**src/rf_pkg.sv**
```systemverilog
/*
  Shared widths, counts and types for the register file block.
  Modules refer to these by scoped names, e.g. rf_pkg::reg_data_t.
*/

package rf_pkg;

  //////////////////////////////////////////////////
  // Register file geometry
  //////////////////////////////////////////////////

  // Width of one register and of the read and write data
  parameter int unsigned DataWidth = 32;

  // Address width for the full RV32I register set
  parameter int unsigned MaxRegAddrWidth = 5;

  // Full register count addressed by MaxRegAddrWidth
  parameter int unsigned MaxNumRegs = 2 ** MaxRegAddrWidth;

  //////////////////////////////////////////////////
  // Interrupts
  //////////////////////////////////////////////////

  // Fast local interrupt lines
  parameter int unsigned NumIrqFast = 15;

  //////////////////////////////////////////////////
  // Types
  //////////////////////////////////////////////////

  // Register index on the read and write ports
  typedef logic [MaxRegAddrWidth-1:0] reg_addr_t;

  // Contents of one register
  typedef logic [DataWidth-1:0] reg_data_t;

endpackage

```
**src/rf_clock_ctrl.sv**
```systemverilog
/*
  Sleep and clock-enable control. Captures fetch enable once, registers the
  busy flag and forms the wake condition. Produces an enable in place of a
  gated clock; core_sleep_o is its inverse.
*/

`timescale 1ns/10ps

module rf_clock_ctrl (
  input  logic                          clk_i,
  input  logic                          rst_ni,

  // Wake sources
  input  logic                          fetch_enable_i,
  input  logic                          core_busy_i,
  input  logic                          debug_req_i,
  input  logic                          irq_pending_i,
  input  logic                          irq_nm_i,
  input  logic [rf_pkg::NumIrqFast-1:0] irq_fast_i,

  // Enable towards the storage and sleep status
  output logic                          clock_en_o,
  output logic                          core_sleep_o
);

  logic fetch_enable_q;
  logic core_busy_q;
  logic irq_any;
  logic wake;

  //////////////////////////////////////////////////
  // Sticky fetch enable
  //////////////////////////////////////////////////

  // Set once and held until the next reset
  always_ff @(posedge clk_i or negedge rst_ni) begin
    if (!rst_ni) begin
      fetch_enable_q <= 1'b0;
    end else if (fetch_enable_i) begin
      fetch_enable_q <= 1'b1;
    end
  end

  //////////////////////////////////////////////////
  // Busy flag
  //////////////////////////////////////////////////

  // Busy acts on wake one cycle late
  always_ff @(posedge clk_i or negedge rst_ni) begin
    if (!rst_ni) begin
      core_busy_q <= 1'b0;
    end else begin
      core_busy_q <= core_busy_i;
    end
  end

  //////////////////////////////////////////////////
  // Wake condition
  //////////////////////////////////////////////////

  // Debug and interrupts wake in the same cycle
  assign irq_any = irq_pending_i | irq_nm_i | (|irq_fast_i);

  assign wake = fetch_enable_q & (core_busy_q | debug_req_i | irq_any);

  assign clock_en_o   = wake;
  assign core_sleep_o = ~wake;

endmodule

```
**src/rf_register_file.sv**
```systemverilog
/*
  Flip-flop register file, two combinational read ports and one write port.
  Register zero is hardwired to zero. With RV32E only x0 to x15 exist, and
  writes are accepted only while clock_en_i is high.
*/

`timescale 1ns/10ps

module rf_register_file #(
  parameter bit RV32E = 1'b0
) (
  input  logic              clk_i,
  input  logic              rst_ni,

  // Enable from the sleep control
  input  logic              clock_en_i,

  // Write port, single-cycle strobe
  input  logic              we_i,
  input  rf_pkg::reg_addr_t waddr_i,
  input  rf_pkg::reg_data_t wdata_i,

  // Read port A
  input  rf_pkg::reg_addr_t raddr_a_i,
  output rf_pkg::reg_data_t rdata_a_o,

  // Read port B
  input  rf_pkg::reg_addr_t raddr_b_i,
  output rf_pkg::reg_data_t rdata_b_o
);

  localparam int unsigned NumRegs   = RV32E ? 16 : rf_pkg::MaxNumRegs;
  localparam int unsigned AddrWidth = RV32E ? 4 : rf_pkg::MaxRegAddrWidth;

  rf_pkg::reg_data_t    rf_reg [NumRegs];
  logic [NumRegs-1:1]   we_dec;
  logic                 write_valid;
  logic                 raddr_a_valid;
  logic                 raddr_b_valid;

  //////////////////////////////////////////////////
  // Write decode
  //////////////////////////////////////////////////

  // No register changes while asleep
  assign write_valid = we_i & clock_en_i;

  // Address compare on the full width drops out-of-range writes
  always_comb begin
    for (int unsigned i = 1; i < NumRegs; i++) begin
      we_dec[i] = write_valid & (waddr_i == rf_pkg::reg_addr_t'(i));
    end
  end

  //////////////////////////////////////////////////
  // Register array
  //////////////////////////////////////////////////

  for (genvar i = 1; i < NumRegs; i++) begin : gen_regs
    always_ff @(posedge clk_i or negedge rst_ni) begin
      if (!rst_ni) begin
        rf_reg[i] <= '0;
      end else if (we_dec[i]) begin
        rf_reg[i] <= wdata_i;
      end
    end
  end

  // x0 reads as zero whatever is written to it
  assign rf_reg[0] = '0;

  //////////////////////////////////////////////////
  // Read ports
  //////////////////////////////////////////////////

  // Addresses beyond the implemented set read as zero
  assign raddr_a_valid = (raddr_a_i < rf_pkg::reg_addr_t'(NumRegs - 1)) |
                         (raddr_a_i == rf_pkg::reg_addr_t'(NumRegs - 1));
  assign raddr_b_valid = (raddr_b_i < rf_pkg::reg_addr_t'(NumRegs - 1)) |
                         (raddr_b_i == rf_pkg::reg_addr_t'(NumRegs - 1));

  always_comb begin
    if (raddr_a_valid) begin
      rdata_a_o = rf_reg[raddr_a_i[AddrWidth-1:0]];
    end else begin
      rdata_a_o = '0;
    end
  end

  always_comb begin
    if (raddr_b_valid) begin
      rdata_b_o = rf_reg[raddr_b_i[AddrWidth-1:0]];
    end else begin
      rdata_b_o = '0;
    end
  end

endmodule

```
**src/rf_top.sv**
```systemverilog
/*
  Top level of the register file block. Joins the sleep control and the
  register file and passes RV32E down. Writes land only while awake.
*/

`timescale 1ns/10ps

module rf_top #(
  parameter bit RV32E = 1'b0
) (
  // Clock and reset
  input  logic                          clk_i,
  input  logic                          rst_ni,

  // Control and wake sources
  input  logic                          fetch_enable_i,
  input  logic                          core_busy_i,
  input  logic                          debug_req_i,
  input  logic                          irq_pending_i,
  input  logic                          irq_nm_i,
  input  logic [rf_pkg::NumIrqFast-1:0] irq_fast_i,

  // Write port
  input  logic                          we_i,
  input  rf_pkg::reg_addr_t             waddr_i,
  input  rf_pkg::reg_data_t             wdata_i,

  // Read ports
  input  rf_pkg::reg_addr_t             raddr_a_i,
  output rf_pkg::reg_data_t             rdata_a_o,
  input  rf_pkg::reg_addr_t             raddr_b_i,
  output rf_pkg::reg_data_t             rdata_b_o,

  // Status
  output logic                          core_sleep_o
);

  // Stands in for the gated core clock
  logic clock_en;

  //////////////////////////////////////////////////
  // Sleep control
  //////////////////////////////////////////////////

  rf_clock_ctrl u_clock_ctrl (
    .clk_i          ( clk_i          ),
    .rst_ni         ( rst_ni         ),
    .fetch_enable_i ( fetch_enable_i ),
    .core_busy_i    ( core_busy_i    ),
    .debug_req_i    ( debug_req_i    ),
    .irq_pending_i  ( irq_pending_i  ),
    .irq_nm_i       ( irq_nm_i       ),
    .irq_fast_i     ( irq_fast_i     ),
    .clock_en_o     ( clock_en       ),
    .core_sleep_o   ( core_sleep_o   )
  );

  //////////////////////////////////////////////////
  // Register file
  //////////////////////////////////////////////////

  rf_register_file #(
    .RV32E ( RV32E )
  ) u_register_file (
    .clk_i      ( clk_i     ),
    .rst_ni     ( rst_ni    ),
    .clock_en_i ( clock_en  ),
    .we_i       ( we_i      ),
    .waddr_i    ( waddr_i   ),
    .wdata_i    ( wdata_i   ),
    .raddr_a_i  ( raddr_a_i ),
    .rdata_a_o  ( rdata_a_o ),
    .raddr_b_i  ( raddr_b_i ),
    .rdata_b_o  ( rdata_b_o )
  );

endmodule

```
**config.mk**
```make
export PLATFORM = sky130hd
export DESIGN_NAME = rf_top
export DESIGN_NICKNAME = d
export VERILOG_FILES = /design/src/rf_pkg.sv /design/src/rf_clock_ctrl.sv /design/src/rf_register_file.sv /design/src/rf_top.sv
export SDC_FILE = /design/constraint.sdc
export NUM_CORES = 2
export LEC_CHECK = 0
export CORE_UTILIZATION = 23
export CTS_CLUSTER_SIZE = 28
export DETAILED_ROUTE_END_ITERATION = 10
export DONT_BUFFER_PORTS = 1
export GPL_TIMING_DRIVEN = 0
export PLACE_DENSITY_LB_ADDON = 0.1
export SYNTH_ARGS = -nofsm -noshare
export SYNTH_HDL_FRONTEND = slang
export SYNTH_SLANG_ARGS = --single-unit
```
**constraint.sdc**
```tcl
create_clock -name clk_i -period 4.63 [get_ports clk_i]
set_input_delay 0.2315 -clock clk_i [delete_from_list [all_inputs] [get_ports clk_i]]
set_output_delay 0.2315 -clock clk_i [all_outputs]
set_load 0.01 [all_outputs]
```
==> flow_metrics.env <==
export IMPL_dp_hpwl_microns=160000
export IMPL_synth_flop_cell="dfrtp_1"
export IMPL_fin_cells=6928
export IMPL_switching_share_pct=29.3
export IMPL_pre_cts_ws_ns=-0.0923
export IMPL_final_max_slew_violation_count=0
export IMPL_min_from="waddr_i[4]"
export IMPL_grt_max_degree=246
export IMPL_rsz0062_at_grt="false"
export IMPL_route_vias_total=34200
export IMPL_die_area_sq_mm=0.235
export IMPL_seqPwrFrac_pct=43.1
export IMPL_wl_per_cell_microns=31.5
export IMPL_max_stage_delay_ns=1.00
export IMPL_nFillCells=23700
export IMPL_synth_area_top_cells="dfrtp_1, mux2_2, mux4_2"
export IMPL_fin_area_sq_mm=0.0620
export IMPL_ys_ff_latch=994
export IMPL_final_hold_violation_count=0
export IMPL_core_sq_mm=0.231
export IMPL_period_minus_slack_ns=4.57
export IMPL_rows=176
export IMPL_drive_gt1_share_pct=43.9
export IMPL_p_comb_share_pct=20.9
export IMPL_fin_skew_ns=0.0294
export IMPL_synth_edf_count=0
export IMPL_grt_total_usage_pct=18.5
export IMPL_cts_made_buffers=120
export IMPL_synth_cell_types=31
export IMPL_firstDrtPassIters=7
export IMPL_yosysTopAreaCellShare_pct=46.4
export IMPL_cts_buffer_depth=3
export IMPL_maxSlewHeadroom_pct=4.04
export IMPL_outcome="finished, final reports clean"
export IMPL_die_h_microns=485
export IMPL_area_delta_synth_final_pct=15.7
export IMPL_clk_pin_slew_ns=0.06
export IMPL_port_buffer_count=0
export IMPL_routabilityCongestion=0.806
export IMPL_syn_cell_area_sq_mm=0.0536
export IMPL_crit_top_cell="clkbuf_1"
export IMPL_crit_arrival_ns=4.34
export IMPL_internal_power_mw=18.9
export IMPL_crit_fanout=10
export IMPL_final_antenna_net_count=0
export IMPL_vdd_ir_drop_worst_mv=0.272
export IMPL_ys_warn_count=0
export IMPL_cts_root_buf="clkbuf_16"
export IMPL_setup_tns_ns=0
export IMPL_via_per_inst=4.93
export IMPL_worstPathCellList="clkbuf_1 > clkbuf_2 > clkbuf_1 > mux4_2 > a22o_1 > o21ai_0 > o31ai_1"
export IMPL_slowest_stage="clkbuf_1"
export IMPL_power_switching_mw=7.83
export IMPL_critPathTopFamily="buffers and inverters"
export IMPL_period_share_pct=98.8
export IMPL_yosysSeqAreaShare_pct=46.4
export IMPL_synth_async_sr_flop_share_pct=100
export IMPL_multi_input_area_sq_mm=0.0269
export IMPL_io_pin_count=135
export IMPL_seqCellArea_sq_mm=0.0249
export IMPL_synth_top_area_cell="dfrtp_1"
export IMPL_critical_path_class="primary input to output port"
export IMPL_cts_tree="built"
export IMPL_final_cell_mix="dfrtp_1, mux2_2, mux4_2"
export IMPL_setup_ws_ns=0.0552
export IMPL_cts_sinks=994
export IMPL_leakage_nw=26.2
export IMPL_die_x_microns=485
export IMPL_postSynthCellCount=3618
export IMPL_max_freq_mhz=219
export IMPL_grt_pass1_wl_microns=304000
export IMPL_worst_slew_pin_slew_ns=1.44
export IMPL_grt_overflow=0
export IMPL_maxCapViolations=0
export IMPL_clk_insertion_delay_late_ns=0.77
export IMPL_clock_power_share_pct=36.0
export IMPL_synth_fp_nets=3688
export IMPL_htree_levels=3
export IMPL_initial_utilization_pct=23.2
export IMPL_mostFrequentLayoutCell="dfrtp_1"
export IMPL_placed_area_sq_mm=0.0576
export IMPL_r2r_start="u_clock_ctrl.core_busy_q$_DFF_PN0_"
export IMPL_final_nets=3860
export IMPL_power_density_mw_per_mm2=431
export IMPL_hold_class="primary input to register"
export IMPL_grt_pass1_vias=35700
export IMPL_synth_avg_cell_area_sq_um=14.8
export IMPL_crit_required_ns=4.40
export IMPL_worstSetupStartpointType="primary input"
export IMPL_finalWirelength_microns=218000
export IMPL_crit_start="raddr_b_i[2]"
export IMPL_largest_reg_flops=992
export IMPL_drt_iter0_drc=2127
export IMPL_crit_path_end_kind="output port"
export IMPL_utilization_pct=26.9
export IMPL_critPathBufInv=3
export IMPL_drc=0
export IMPL_placed_cells=6650
export IMPL_setup_viol=0
export IMPL_antenna_found_initial=12
## logic make-up (layout without fill, tap and decap cells)
logic type | Yosys count | in the layout | share of synthesized area (%)
muxes | 1632 | 1632 | 41.9
DFF | 994 | 994 | 46.4
AOI/OAI and AO/OA | 480 | 480 | 7.13
buffers and inverters | 413 | 681 | 3.37
and+or+nand+nor | 99 | 99 | 1.20
other | 0 | 16 | 0
## routing by layer
metal | global-route usage [%] | vias up | share of wire (%) | routed length (microns)
met5 | 0 | - | 0.0060 | 13
met2 | 30.3 | 598 | 48 | 104000
met4 | 4.60 | 2 | 2.2 | 4850
met3 | 2.54 | 228 | 3.7 | 8010
met1 | 25.5 | 18800 | 46 | 101000
li1 | - | 14500 | - | -
## power groups by stage
stage	sequential, mW	clock (mW)	combinational (mW)
floorplan	11.2	0	3.97
global placement	11.6	0	5.30
detailed placement	11.7	0	5.55
CTS	11.5	9.97	5.64
global route	11.8	10.3	5.98
finish	11.5	9.63	5.59
## Yosys cell counts, types with 2 or more instances
cell	n
o2111ai_2	29
and4bb_2	2
a22o_1	192
o21ai_0	65
buf_4	18
o31ai_1	64
nand2_1	4
nor3b_2	3
nand2b_1	2
inv_1	2
a211oi_1	64
mux2i_1	192
clkbuf_1	227
nor2b_1	8
nor2_1	4
clkbuf_2	2
o22ai_1	64
and2_1	67
mux2_2	916
mux2_1	140
mux4_2	384
buf_1	13
dfrtp_1	994
o2111ai_1	2
nor4_1	4
buf_2	151
## cell type report
type	count	share of cell area [%]
inverters	2	0.0121
repair buffers	50	1.03
flip-flops and latches	994	40.1
clock inverters	33	0.511
multi-input cells	2211	43.4
diodes	16	0.0646
clock buffers	185	5.82
well taps	3026	6.11
plain buffers	411	2.91
## timing repair
action | CTS | global route
hold endpoints to repair | 702 | 0
pin swaps | 0 | 0
hold buffers | 43 | 0
setup buffers | 0 | 0
gates resized for setup | 1 | 1
endpoints found under the setup margin | 6 | 1
gates cloned | 0 | 0
## path summary, 6_finish.rpt
check | end | slack [ns] | cells past startpoint
max | rdata_b_o[30] | 0.06 | 7
min in group asynchronous | u_register_file.rf_reg[439]$_DFFE_PN0P_ | 0.08 | 2
min reg2reg | u_register_file.rf_reg[302]$_DFFE_PN0P_ | 0.51 | 1
max in group asynchronous | u_register_file.rf_reg[838]$_DFFE_PN0P_ | 1.99 | 5
max reg2reg | u_register_file.rf_reg[167]$_DFFE_PN0P_ | 1.37 | 6
min | u_register_file.rf_reg[928]$_DFFE_PN0P_ | 0.05 | 3
## through the flow
stage / hold slack, ns / power (mW)
3_3_place_gp: 0.0369 / 16.9
4_1_cts: 0.000555 / 27.1
2_1_floorplan: -0.0641 / 15.2
5_1_grt: 0.0421 / 28.0
3_5_place_dp: -0.0498 / 17.2
6_report: 0.0517 / 26.7
## worst register-to-register path: stages (launching register included)
cell       delay [ns]
dfrtp_1          0.36
nor4_1           0.25
nand4_1          0.38
buf_2            0.37
o2111ai_2        0.75
buf_2            0.58
mux2_2           0.42
Note: power is estimated with default switching activity, not from simulation.
